--- config.mk ---
export PLATFORM = sky130hd
export DESIGN_NAME = mem_subsys_top
export DESIGN_NICKNAME = d
export VERILOG_FILES = /design/src/design/memctl_pkg.sv /design/src/design/sdram_ctrl.sv /design/src/design/mem_controller.sv /design/src/design/mem_subsys_top.sv
export SDC_FILE = /design/constraint.sdc
export NUM_CORES = 1
export LEC_CHECK = 0
export ABC_AREA = 0
export BUFFER_PORTS_ARGS = -buffer_cell sky130_fd_sc_hd__buf_2
export CAP_MARGIN = 20
export CORE_MARGIN = 10
export CORE_UTILIZATION = 46
export DETAILED_ROUTE_END_ITERATION = 7
export PLACE_DENSITY = 0.75
export SETUP_SLACK_MARGIN = 0.4
export SLEW_MARGIN = 5
export SYNTH_ARGS = -nofsm -noshare
export SYNTH_HDL_FRONTEND = slang
export SYNTH_HIERARCHICAL = 1
export SYNTH_SLANG_ARGS = --single-unit
--- constraint.sdc ---
create_clock -name clk -period 13.5 [get_ports clk]
set_input_delay 2.7 -clock clk [delete_from_list [all_inputs] [get_ports clk]]
set_output_delay 2.7 -clock clk [all_outputs]
set_load 0.01 [all_outputs]
--- src/design/memctl_pkg.sv ---
// ~~~~~~~~~~~~~~~~~~~~~~~~~~~~~~~~~~~~~~
// Memory controller shared types, SDRAM timing,
// command encoding and driver states
// ~~~~~~~~~~~~~~~~~~~~~~~~~~~~~~~~~~~~~~
package memctl_pkg;

    localparam int ROW_W  = 11;
    localparam int COL_W  = 8;
    localparam int BANK_W = 2;
    localparam int ADDR_W = BANK_W + ROW_W + COL_W;   // bank, row, column from the top

    localparam int T_RCD            = 2;              // activate to read/write
    localparam int CAS_LAT          = 2;
    localparam int OP_CYCLES        = 7;              // busy length of every operation
    localparam int INIT_WAIT_CYCLES = 100;            // short power-up wait for simulation
    localparam int INIT_REFRESHES   = 2;
    localparam int INIT_STEP_LOG2   = 3;
    localparam int INIT_STEP_CYCLES = 1 << INIT_STEP_LOG2;  // spacing of init commands
    localparam int AP_BIT           = 10;             // auto-precharge / all-banks bit
    localparam int DRV_CNT_W        = $clog2(INIT_WAIT_CYCLES + 1);

    typedef logic [ADDR_W-1:0]    mem_addr_t;
    typedef logic [31:0]          mem_word_t;
    typedef logic [3:0]           byte_mask_t;    // 1 blocks the byte on write
    typedef logic [ROW_W-1:0]     sdram_a_t;
    typedef logic [BANK_W-1:0]    sdram_ba_t;
    typedef logic [19:0]          write_count_t;
    typedef logic [DRV_CNT_W-1:0] drv_cnt_t;

    localparam sdram_a_t MODE_WORD = 11'h020;         // burst length 1, sequential, CL 2

    // the driver's cycle counter reads 1 in the ACTIVE cycle
    localparam drv_cnt_t RW_STEP       = drv_cnt_t'(T_RCD);
    localparam drv_cnt_t RD_CAP_STEP   = drv_cnt_t'(1 + T_RCD + CAS_LAT);
    localparam drv_cnt_t OP_END_STEP   = drv_cnt_t'(OP_CYCLES - 2);
    localparam drv_cnt_t INIT_WAIT_END = drv_cnt_t'(INIT_WAIT_CYCLES - 1);
    localparam drv_cnt_t INIT_STEP_END = drv_cnt_t'(INIT_STEP_CYCLES - 1);
    localparam drv_cnt_t INIT_REF_END  = drv_cnt_t'(INIT_REFRESHES * INIT_STEP_CYCLES - 1);

    // {cs_n, ras_n, cas_n, we_n}
    typedef enum logic [3:0] {
        CMD_LOAD_MODE = 4'b0000,
        CMD_REFRESH   = 4'b0001,
        CMD_PRECHARGE = 4'b0010,
        CMD_ACTIVE    = 4'b0011,
        CMD_WRITE     = 4'b0100,
        CMD_READ      = 4'b0101,
        CMD_NOP       = 4'b0111,
        CMD_INHIBIT   = 4'b1111
    } sdram_cmd_t;

    typedef enum logic [3:0] {
        INIT_WAIT,
        INIT_PRECHARGE,
        INIT_REFRESH,
        INIT_MODE,
        IDLE,
        ACTIVATE,
        RW_CMD,
        CAS_WAIT,
        RECOVER
    } drv_state_t;

endpackage

--- src/design/sdram_ctrl.sv ---
`timescale 1ns/1ns
// ~~~~~~~~~~~~~~~~~~~~~~~~~~~~~~~~~~~~~~
// SDRAM command driver: power-up init, single-word
// read/write with auto-precharge, auto-refresh
// ~~~~~~~~~~~~~~~~~~~~~~~~~~~~~~~~~~~~~~
module sdram_ctrl
    import memctl_pkg::*;
(
    input  logic       clk,
    input  logic       resetn,
    input  logic       op_rd,
    input  logic       op_wr,
    input  logic       op_ref,
    input  mem_addr_t  op_addr,
    input  mem_word_t  op_din,
    input  byte_mask_t op_mask,
    input  mem_word_t  sdram_dq_in,
    output logic       drv_busy,
    output mem_word_t  rd_data,
    output logic       rd_valid,
    output sdram_a_t   sdram_a,
    output sdram_ba_t  sdram_ba,
    output logic       sdram_cs_n,
    output logic       sdram_ras_n,
    output logic       sdram_cas_n,
    output logic       sdram_we_n,
    output logic       sdram_cke,
    output byte_mask_t sdram_dqm,
    output mem_word_t  sdram_dq_out,
    output logic       sdram_dq_oe
);

    drv_state_t       state;
    drv_state_t       state_n;
    drv_cnt_t         cnt;
    drv_cnt_t         cnt_n;
    sdram_cmd_t       cmd;
    sdram_cmd_t       cmd_n;
    logic             busy_n;
    logic             oe_n;
    logic             accept;      // op taken in IDLE
    logic             capture;     // read word is on dq_in
    sdram_a_t         a_n;
    sdram_ba_t        ba_n;
    byte_mask_t       dqm_n;
    logic             is_wr;       // latched op type
    logic [COL_W-1:0] col_q;
    byte_mask_t       mask_q;

    assign {sdram_cs_n, sdram_ras_n, sdram_cas_n, sdram_we_n} = cmd;
    assign sdram_cke = 1'b1;       // no power-down or self-refresh

    always_comb begin
        state_n = state;
        cnt_n   = cnt + 1'b1;
        cmd_n   = CMD_NOP;
        busy_n  = drv_busy;
        oe_n    = 1'b0;
        accept  = 1'b0;
        capture = 1'b0;
        a_n     = sdram_a;
        ba_n    = sdram_ba;
        dqm_n   = sdram_dqm;
        case (state)
            INIT_WAIT: begin
                cmd_n = CMD_INHIBIT;
                if (cnt == INIT_WAIT_END) begin
                    state_n   = INIT_PRECHARGE;
                    cmd_n     = CMD_PRECHARGE;
                    a_n       = '0;
                    a_n[AP_BIT] = 1'b1;             // precharge all banks
                    cnt_n     = '0;
                end
            end
            INIT_PRECHARGE: begin
                if (cnt == INIT_STEP_END) begin
                    state_n = INIT_REFRESH;
                    cmd_n   = CMD_REFRESH;
                    cnt_n   = '0;
                end
            end
            INIT_REFRESH: begin
                if (cnt == INIT_REF_END) begin
                    state_n = INIT_MODE;
                    cmd_n   = CMD_LOAD_MODE;
                    a_n     = MODE_WORD;
                    ba_n    = '0;
                    cnt_n   = '0;
                end else if (cnt[INIT_STEP_LOG2-1:0] == '1) begin
                    cmd_n = CMD_REFRESH;              // next refresh of the series
                end
            end
            INIT_MODE: begin
                if (cnt == INIT_STEP_END) begin
                    state_n = IDLE;
                    busy_n  = 1'b0;
                end
            end
            IDLE: begin
                cnt_n = cnt;
                if (op_ref) begin
                    state_n = RECOVER;
                    cmd_n   = CMD_REFRESH;
                    busy_n  = 1'b1;
                    cnt_n   = drv_cnt_t'(1);
                end else if (op_rd || op_wr) begin
                    state_n = ACTIVATE;
                    cmd_n   = CMD_ACTIVE;
                    a_n     = op_addr[ROW_W+COL_W-1 -: ROW_W];
                    ba_n    = op_addr[ADDR_W-1 -: BANK_W];
                    busy_n  = 1'b1;
                    accept  = 1'b1;
                    cnt_n   = drv_cnt_t'(1);
                end
            end
            ACTIVATE: begin
                if (cnt == RW_STEP) begin
                    state_n     = RW_CMD;
                    cmd_n       = is_wr ? CMD_WRITE : CMD_READ;
                    a_n         = sdram_a_t'(col_q);
                    a_n[AP_BIT] = 1'b1;             // auto-precharge
                    dqm_n       = is_wr ? mask_q : '0;
                    oe_n        = is_wr;
                end
            end
            RW_CMD: begin
                state_n = is_wr ? RECOVER : CAS_WAIT;
            end
            CAS_WAIT: begin
                if (cnt == RD_CAP_STEP) begin
                    capture = 1'b1;
                end
                if (cnt == OP_END_STEP) begin
                    state_n = IDLE;
                    busy_n  = 1'b0;
                end
            end
            RECOVER: begin
                if (cnt == OP_END_STEP) begin     // precharge / refresh time covered
                    state_n = IDLE;
                    busy_n  = 1'b0;
                end
            end
            default: begin
                state_n = INIT_WAIT;
            end
        endcase
    end

    always_ff @(posedge clk) begin
        if (!resetn) begin
            state       <= INIT_WAIT;
            cnt         <= '0;
            cmd         <= CMD_INHIBIT;
            drv_busy    <= 1'b1;
            rd_valid    <= 1'b0;
            sdram_dq_oe <= 1'b0;
        end else begin
            state       <= state_n;
            cnt         <= cnt_n;
            cmd         <= cmd_n;
            drv_busy    <= busy_n;
            rd_valid    <= capture;
            sdram_dq_oe <= oe_n;
        end
    end

    // address, mask and data path
    always_ff @(posedge clk) begin
        sdram_a   <= a_n;
        sdram_ba  <= ba_n;
        sdram_dqm <= dqm_n;
        if (accept) begin
            is_wr        <= op_wr;
            col_q        <= op_addr[COL_W-1:0];
            mask_q       <= op_mask;
            sdram_dq_out <= op_din;    // held until the WRITE cycle
        end
        if (capture) begin
            rd_data <= sdram_dq_in;
        end
    end

endmodule

--- src/design/mem_controller.sv ---
`timescale 1ns/1ns
// ~~~~~~~~~~~~~~~~~~~~~~~~~~~~~~~~~~~~~~
// Client request capture, read registers A/B,
// write counter and missing-data detection
// ~~~~~~~~~~~~~~~~~~~~~~~~~~~~~~~~~~~~~~
module mem_controller
    import memctl_pkg::*;
(
    input  logic         clk,
    input  logic         resetn,
    input  logic         read_a,
    input  logic         read_b,
    input  logic         write,
    input  logic         refresh,
    input  mem_addr_t    addr,
    input  mem_word_t    din,
    input  byte_mask_t   mask,
    input  logic         drv_busy,
    input  mem_word_t    rd_data,
    input  logic         rd_valid,
    output logic         busy,
    output logic         mem_initialized,
    output logic         fail,
    output write_count_t total_written,
    output mem_word_t    dout_a,
    output mem_word_t    dout_b,
    output logic         op_rd,
    output logic         op_wr,
    output logic         op_ref,
    output mem_addr_t    op_addr,
    output mem_word_t    op_din,
    output byte_mask_t   op_mask
);

    logic drv_busy_q;
    logic pend_a;          // read port A waits for data
    logic pend_b;
    logic got_data;        // rd_valid seen for the current read
    logic any_req;
    logic accept;
    logic drv_done;
    logic rd_pend;
    logic is_wr;
    logic is_rd;

    assign any_req  = read_a || read_b || write || refresh;
    assign accept   = !busy && mem_initialized && any_req;
    assign drv_done = drv_busy_q && !drv_busy;   // falling edge of driver busy
    assign rd_pend  = pend_a || pend_b;

    // refresh beats write, write beats read
    assign is_wr = write && !refresh;
    assign is_rd = (read_a || read_b) && !write && !refresh;

    always_ff @(posedge clk) begin
        if (!resetn) begin
            busy            <= 1'b1;
            mem_initialized <= 1'b0;
            fail            <= 1'b0;
            total_written   <= '0;
            op_rd           <= 1'b0;
            op_wr           <= 1'b0;
            op_ref          <= 1'b0;
            pend_a          <= 1'b0;
            pend_b          <= 1'b0;
            got_data        <= 1'b0;
            drv_busy_q      <= 1'b1;
        end else begin
            drv_busy_q <= drv_busy;
            op_rd      <= 1'b0;
            op_wr      <= 1'b0;
            op_ref     <= 1'b0;

            if (!mem_initialized) begin
                if (drv_done) begin                  // power-up sequence finished
                    mem_initialized <= 1'b1;
                    busy            <= 1'b0;
                end
            end else if (accept) begin
                busy     <= 1'b1;
                op_ref   <= refresh;
                op_wr    <= is_wr;
                op_rd    <= is_rd;
                pend_a   <= is_rd && read_a;
                pend_b   <= is_rd && read_b;
                got_data <= 1'b0;
                if (is_wr) begin
                    total_written <= total_written + 1'b1;   // wraps
                end
            end else if (busy && drv_done) begin
                busy   <= 1'b0;
                pend_a <= 1'b0;
                pend_b <= 1'b0;
                if (rd_pend && !got_data && !rd_valid) begin
                    fail <= 1'b1;                    // read ended with no data
                end
            end

            if (rd_valid) begin
                if (rd_pend) begin
                    got_data <= 1'b1;
                end else begin
                    fail <= 1'b1;                    // data nobody asked for
                end
            end
        end
    end

    // request payload and read registers
    always_ff @(posedge clk) begin
        if (accept) begin
            op_addr <= addr;
            op_din  <= din;
            op_mask <= mask;
        end
        if (rd_valid && pend_a) begin
            dout_a <= rd_data;
        end
        if (rd_valid && pend_b) begin
            dout_b <= rd_data;
        end
    end

endmodule

--- src/design/mem_subsys_top.sv ---
`timescale 1ns/1ns
// ~~~~~~~~~~~~~~~~~~~~~~~~~~~~~~~~~~~~~~
// Memory subsystem: controller front end over
// the SDRAM command driver
// ~~~~~~~~~~~~~~~~~~~~~~~~~~~~~~~~~~~~~~
module mem_subsys_top
    import memctl_pkg::*;
(
    input  logic         clk,
    input  logic         resetn,
    input  logic         read_a,
    input  logic         read_b,
    input  logic         write,
    input  logic         refresh,
    input  mem_addr_t    addr,
    input  mem_word_t    din,
    input  byte_mask_t   mask,
    output logic         busy,
    output logic         mem_initialized,
    output logic         fail,
    output write_count_t total_written,
    output mem_word_t    dout_a,
    output mem_word_t    dout_b,
    output sdram_a_t     sdram_a,
    output sdram_ba_t    sdram_ba,
    output logic         sdram_cs_n,
    output logic         sdram_ras_n,
    output logic         sdram_cas_n,
    output logic         sdram_we_n,
    output logic         sdram_cke,
    output byte_mask_t   sdram_dqm,
    output mem_word_t    sdram_dq_out,
    output logic         sdram_dq_oe,
    input  mem_word_t    sdram_dq_in
);

    logic       op_rd;
    logic       op_wr;
    logic       op_ref;
    mem_addr_t  op_addr;
    mem_word_t  op_din;
    byte_mask_t op_mask;
    logic       drv_busy;
    mem_word_t  rd_data;
    logic       rd_valid;

    mem_controller ctrl_i (
        .clk             (clk),
        .resetn          (resetn),
        .read_a          (read_a),
        .read_b          (read_b),
        .write           (write),
        .refresh         (refresh),
        .addr            (addr),
        .din             (din),
        .mask            (mask),
        .drv_busy        (drv_busy),
        .rd_data         (rd_data),
        .rd_valid        (rd_valid),
        .busy            (busy),
        .mem_initialized (mem_initialized),
        .fail            (fail),
        .total_written   (total_written),
        .dout_a          (dout_a),
        .dout_b          (dout_b),
        .op_rd           (op_rd),
        .op_wr           (op_wr),
        .op_ref          (op_ref),
        .op_addr         (op_addr),
        .op_din          (op_din),
        .op_mask         (op_mask)
    );

    sdram_ctrl drv_i (
        .clk          (clk),
        .resetn       (resetn),
        .op_rd        (op_rd),
        .op_wr        (op_wr),
        .op_ref       (op_ref),
        .op_addr      (op_addr),
        .op_din       (op_din),
        .op_mask      (op_mask),
        .sdram_dq_in  (sdram_dq_in),
        .drv_busy     (drv_busy),
        .rd_data      (rd_data),
        .rd_valid     (rd_valid),
        .sdram_a      (sdram_a),
        .sdram_ba     (sdram_ba),
        .sdram_cs_n   (sdram_cs_n),
        .sdram_ras_n  (sdram_ras_n),
        .sdram_cas_n  (sdram_cas_n),
        .sdram_we_n   (sdram_we_n),
        .sdram_cke    (sdram_cke),
        .sdram_dqm    (sdram_dqm),
        .sdram_dq_out (sdram_dq_out),
        .sdram_dq_oe  (sdram_dq_oe)
    );

endmodule

## Word-level counts from Yosys, hierarchy flattened

Cells that the tools add are included.

| word-level totals | value |
|---|---|
| input port bits | 95 |
| word-level logic and storage cells | 160 |
| output and inout port bits | 142 |
| bits in registers | 263 |

| operators by class | value |
|---|---|
| add/subtract/negate cells | 2 |
| eq/ne operators | 24 |
| muxes and demuxes | 63 |
| reduce and logical (&&, ||, !) cells | 41 |

Operators by type and width:

| cell | count |
|---|---|
| $mux 11 | 5 |
| $mux 4 | 13 |
| $pmux 11 s4 | 1 |
| $mux 7 | 5 |
| $pmux 4 s8 | 1 |
| $mux 1 | 28 |
| $pmux 7 s4 | 1 |
| $add 20x1->20 const B | 1 |
| $pmux 4 s5 | 1 |
| $eq 4x3->1 const B | 4 |
| $eq 7x3->1 const B | 2 |
| $ne 2x1->1 const B | 7 |
| $logic_and 1x1->1 | 13 |
| $mux 3 | 3 |
| $reduce_and 3->1 | 3 |
| $eq 4x2->1 const B | 2 |
| $reduce_and 4->1 | 2 |
| $add 7x1->7 const B | 1 |
| $eq 7x2->1 const B | 1 |
| $eq 7x4->1 const B | 1 |
| $eq 7x7->1 const B | 1 |
| $reduce_and 7->1 | 1 |
| $logic_not 1->1 | 6 |
| $mux 2 | 3 |
| 16 further kinds | 24 |

## Logic depth before layout (Yosys ltp)

| depth | value |
|---|---|
| depth after elaboration | 9 |
| mapped depth | 7 |

## Cells and area by module

The synthesis kept the hierarchy.

By module, submodules not included:

| module | times used | seq. area each (µm²) | cells an instance | area each (µm²) |
|---|---|---|---|---|
| mem_controller | 1 | 4234.1 | 264 | 4893.4 |
| sdram_ctrl | 1 | 3183.1 | 258 | 4189.0 |

## Worst setup path after synthesis

Ideal clock, no wire load.

| timing | value |
|---|---|
| path type | input to register |
| start point | in read_b |
| end point | reg ctrl_i.op_addr[0] (enable) |
| arrival time | 4.154 ns |
| setup slack | 8.833 ns |
| buffers on the path | 0 |
| stages | 2 |
| path through | o41ai_1 inv_1 |

| between the ends | value |
|---|---|
| cells in the longest elaborated chain, start to end | 4 |

Ends and longest elaborated chain:

| what | RTL line | source |
|---|---|---|
| start: declaration | mem_subsys_top.sv:12 | `input logic read_b,` |
| $logic_or 1x1->1 (3 in a row) | mem_controller.sv:46 | `assign any_req = read_a \|\| read_b \|\| write \|\| refresh;` |
| $logic_and 1x1->1 | mem_controller.sv:47 | `assign accept = !busy && mem_initialized && any_req;` |
| net ctrl_i.accept | mem_controller.sv:40 | `logic accept;` |
| end signal: assignment | mem_controller.sv:112 | `op_addr <= addr;` |
| end: declaration | mem_controller.sv:30 | `output mem_addr_t op_addr,` |

The timed path passes the listed nets, and every way through them passes these cells.
A chain may end at the register's enable or synchronous reset.

## Worst setup path after layout

| timing | value |
|---|---|
| start point | in refresh |
| end point | reg ctrl_i.total_written[19] |

| between the ends | value |
|---|---|
| cells in the longest elaborated chain, start to end | 3 |
| elaborated cells on any way between the ends | 5 |
| classes of those cells | reduce/logical (5) |

Ends and longest elaborated chain:

| what | RTL line | source |
|---|---|---|
| start: declaration | mem_subsys_top.sv:14 | `input logic refresh,` |
| $logic_not 1->1 / $logic_or 1x1->1 (equally long branches) | mem_controller.sv:52, mem_controller.sv:46 |  |
| $logic_and 1x1->1, on equally long branches | mem_controller.sv:52, mem_controller.sv:47 |  |
| $reduce_and 3->1 (no line) * | -- |  |
| end signal: assignment | mem_controller.sv:88 | `total_written <= total_written + 1'b1;` |
| end: declaration | mem_controller.sv:24 | `output write_count_t total_written,` |

Mark *: on every way between the ends. The rest lies on a longest branch, timed or not.

==> reports/qor.yml <==
p_leak_nw: 4.235
slew_viol_final: 0
track_usage_pct: 14.01
path_clk_slew_ns: 0.06
hp-class: "reg -> reg"
whs_ns: 0.4133
crit_required_ns: 13.93
maxCapViolations: 0
drt_iter0_drc: 300
cts_max_path_buffers: 3
clock_sinks: 263
cts_tree: "done"
cts_buffers: 26
ctsHoldBuffers: 0
syn_nets: 623
die_x_um: 160.5
cp_slowest_stage_delay_ns: 0.58
gr-total-overflow: 0
via_per_inst: 4.955
worst_pin_slew_ns: 0.9527
yosysUniqueCellTypes: 62
ys.flop_type: "edfxtp_1"
area_delta_synth_final_pct: 25.18
fin_crit_ns: 3.973
start_kind: "input pin"
post-place-cells: 1009
critPathSlowestCell: "or4_1"
fin_util_pct: 58.42
ys_async_sr_fraction_pct: 0
gp_congestion: 0.8393
fmax_mhz: 251.7
syn_inst: 522
firstDrtPassIters: 4
outcome: "complete, no violations"
yosys.area.top_type: "edfxtp_1"
crit_chain: "buf_2 -> and4bb_2 -> nand4_1 -> or4_1 -> a21oi_1"
core_mm2: 0.01946
root_buffer: "clkbuf_16"
synth_commonest_cells: "edfxtp_1, dfxtp_1, nor2_1"
pin_count: 237
skew_ns: 0.01568
start_util_pct: 46.67
grt_pass1_wl_um: 29160
worstSkewPairLatency_ns: 0.53
fp-row-count: 51
first_global_vias: 5275
wl_per_cell_um: 17.89
synth-edff-count: 215
critPathArrivalTime_ns: 4.40
antenna_found_initial: 2
post-route-drc-count: 0
power_density_mw_per_mm2: 157.0
yosysSeqAreaShare_pct: 81.66
peakVddDrop_v: 0.0001226
seqCellArea_mm2: 0.007417
antenna_left: 0
synthTopCellsByArea: "edfxtp_1, dfxtp_1, nor2_1"
drive_gt1_share_pct: 37.53
finalSetupTns_ns: 0
routed_wl_um: 18940
slew_headroom_pct: 36.22
cts_resized: 0
vias: 5247
instances_no_fill: 1059
path_max_fanout: 12
num_antenna_cells: 0
portBuffers: 235
yosys.area.top_type_share_pct: 71.08
htree_levels: 1
multi_input_area_mm2: 0.001539
final-setup-viol-count: 0
yosysWarningCount: 6
nNetsFinal: 875
synth_seq_cells: 263
yosysMostFrequentCell: "edfxtp_1"
cts_setup_buffers: 0
endpoint_kind: "flip-flop"
crit_type: "in -> reg"
die_y_um: 160.5
syn_area_per_cell_um2: 17.40
syn_area_mm2: 0.009082
dp_hpwl_um: 13720
layout_worst_path_cycle_share_pct: 29.43
die_area_mm2: 0.02577
rsz0062_at_grt: "no"
hold_viol: 0
nFillCells: 1483
grt_max_degree: 58
[sequential cells by signal, indices dropped and copies added (netlist names), 2 cells and up]
name	flops
ctrl_i/op_addr	21
ctrl_i/dout_b	32
drv_i/cmd	4
drv_i/sdram_dq_out	32
drv_i/col_q	8
drv_i/sdram_dqm	4
drv_i/state	4
drv_i/sdram_ba	2
ctrl_i/op_din	32
ctrl_i/total_written	20
drv_i/sdram_a	11
drv_i/mask_q	4
ctrl_i/op_mask	4
drv_i/rd_data	32
ctrl_i/dout_a	32
drv_i/cnt	7
[logic make-up (layout without fill, tap and decap cells)]
group                      after synthesis  in the layout  synth area share [%]
AOI/OAI and AO/OA                       76             76                 6.034
xor gates and xnor gates                12             12                 1.157
adders and majority gates                6              6                0.8265
buffers and inverters                   30            302                 1.529
DFF                                    263            263                 81.66
muxes                                    2              2                0.2204
other                                    1              1               0.04129
and+or+nand+nor                        132            132                 8.527
[stage by stage]
step	setup WS [ns]	instance area, µm²	power [W]
after global routing	9.417	11370	0.001859
final	9.527	11370	0.001785
after CTS	9.004	11340	0.001805
after floorplan	8.833	9082	0.001071
after detailed placement	8.450	10540	0.001136
after global placement	8.504	10540	0.001134
[cells in the final DEF (no fill, tap or decap), types with 2 or more instances in the layout]
cell type	n
o211ai_1	2
xor2_1	8
nor2_1	30
a311oi_1	2
nand2_1	18
a22o_1	8
clkinvlp_4	2
xnor2_1	4
ha_1	6
buf_2	235
clkinv_4	3
and4_1	4
buf_4	3
nand4_1	11
nor3_1	5
nor2b_1	3
clkbuf_16	26
clkbuf_1	3
a221o_1	2
and2_1	12
or4_1	3
edfxtp_1	215
a21oi_1	22
mux2i_1	2
nand3_1	10
and4bb_2	2
nor4b_1	2
clkinv_1	7
o21ai_0	17
clkinv_2	5
or3_1	12
a32oi_1	2
a211oi_2	3
inv_1	12
nand2b_1	2
dfxtp_1	48
and3_1	7
[final cells by class]
cell class | count | share of cell area (%)
flip-flops and latches | 263 | 65.24
multi-input cells | 229 | 13.54
repair buffers | 240 | 10.76
clock buffers | 29 | 5.821
well taps | 265 | 2.916
clock inverters | 19 | 1.266
inverters | 14 | 0.4622
[worst max-delay path, delay by kind of cell]
| family | cells | cell delay, ns |
|---|---|---|
| buf+inv | 1 | 0.12 |
| compound gates | 1 | 0.15 |
| simple gates | 3 | 1.42 |
[routing by layer]
metal	track usage (%)	wire, µm
met5	0	15
met4	3.589	279
met3	8.129	2985
met2	20.72	8095
met1	17.23	7567
[power breakdown]
group          internal (W)  switching, W  total, W  leakage, nW
Combinational     0.0000810      0.000107  0.000188         1.52
Sequential         0.000904     0.0000291  0.000933         2.32
Clock              0.000375      0.000289  0.000664        0.391
[path summary, 6_finish.rpt]
check	slack, ns	endpoint	start	cells after the start
worst max-delay path	9.53	ctrl_i/total_written[19]$_SDFFE_PN0P_	refresh	5
worst min-delay path	0.41	drv_i/sdram_dq_out[25]$_DFFE_PP_	ctrl_i/op_din[25]$_DFFE_PP_	0
worst max register to register	10.75	drv_i/cnt[1]$_SDFFE_PN0N_	drv_i/state[2]$_SDFFE_PN0P_	5
worst min register to register	0.41	drv_i/sdram_dq_out[25]$_DFFE_PP_	ctrl_i/op_din[25]$_DFFE_PP_	0
Power figures use the tool's default switching activity.
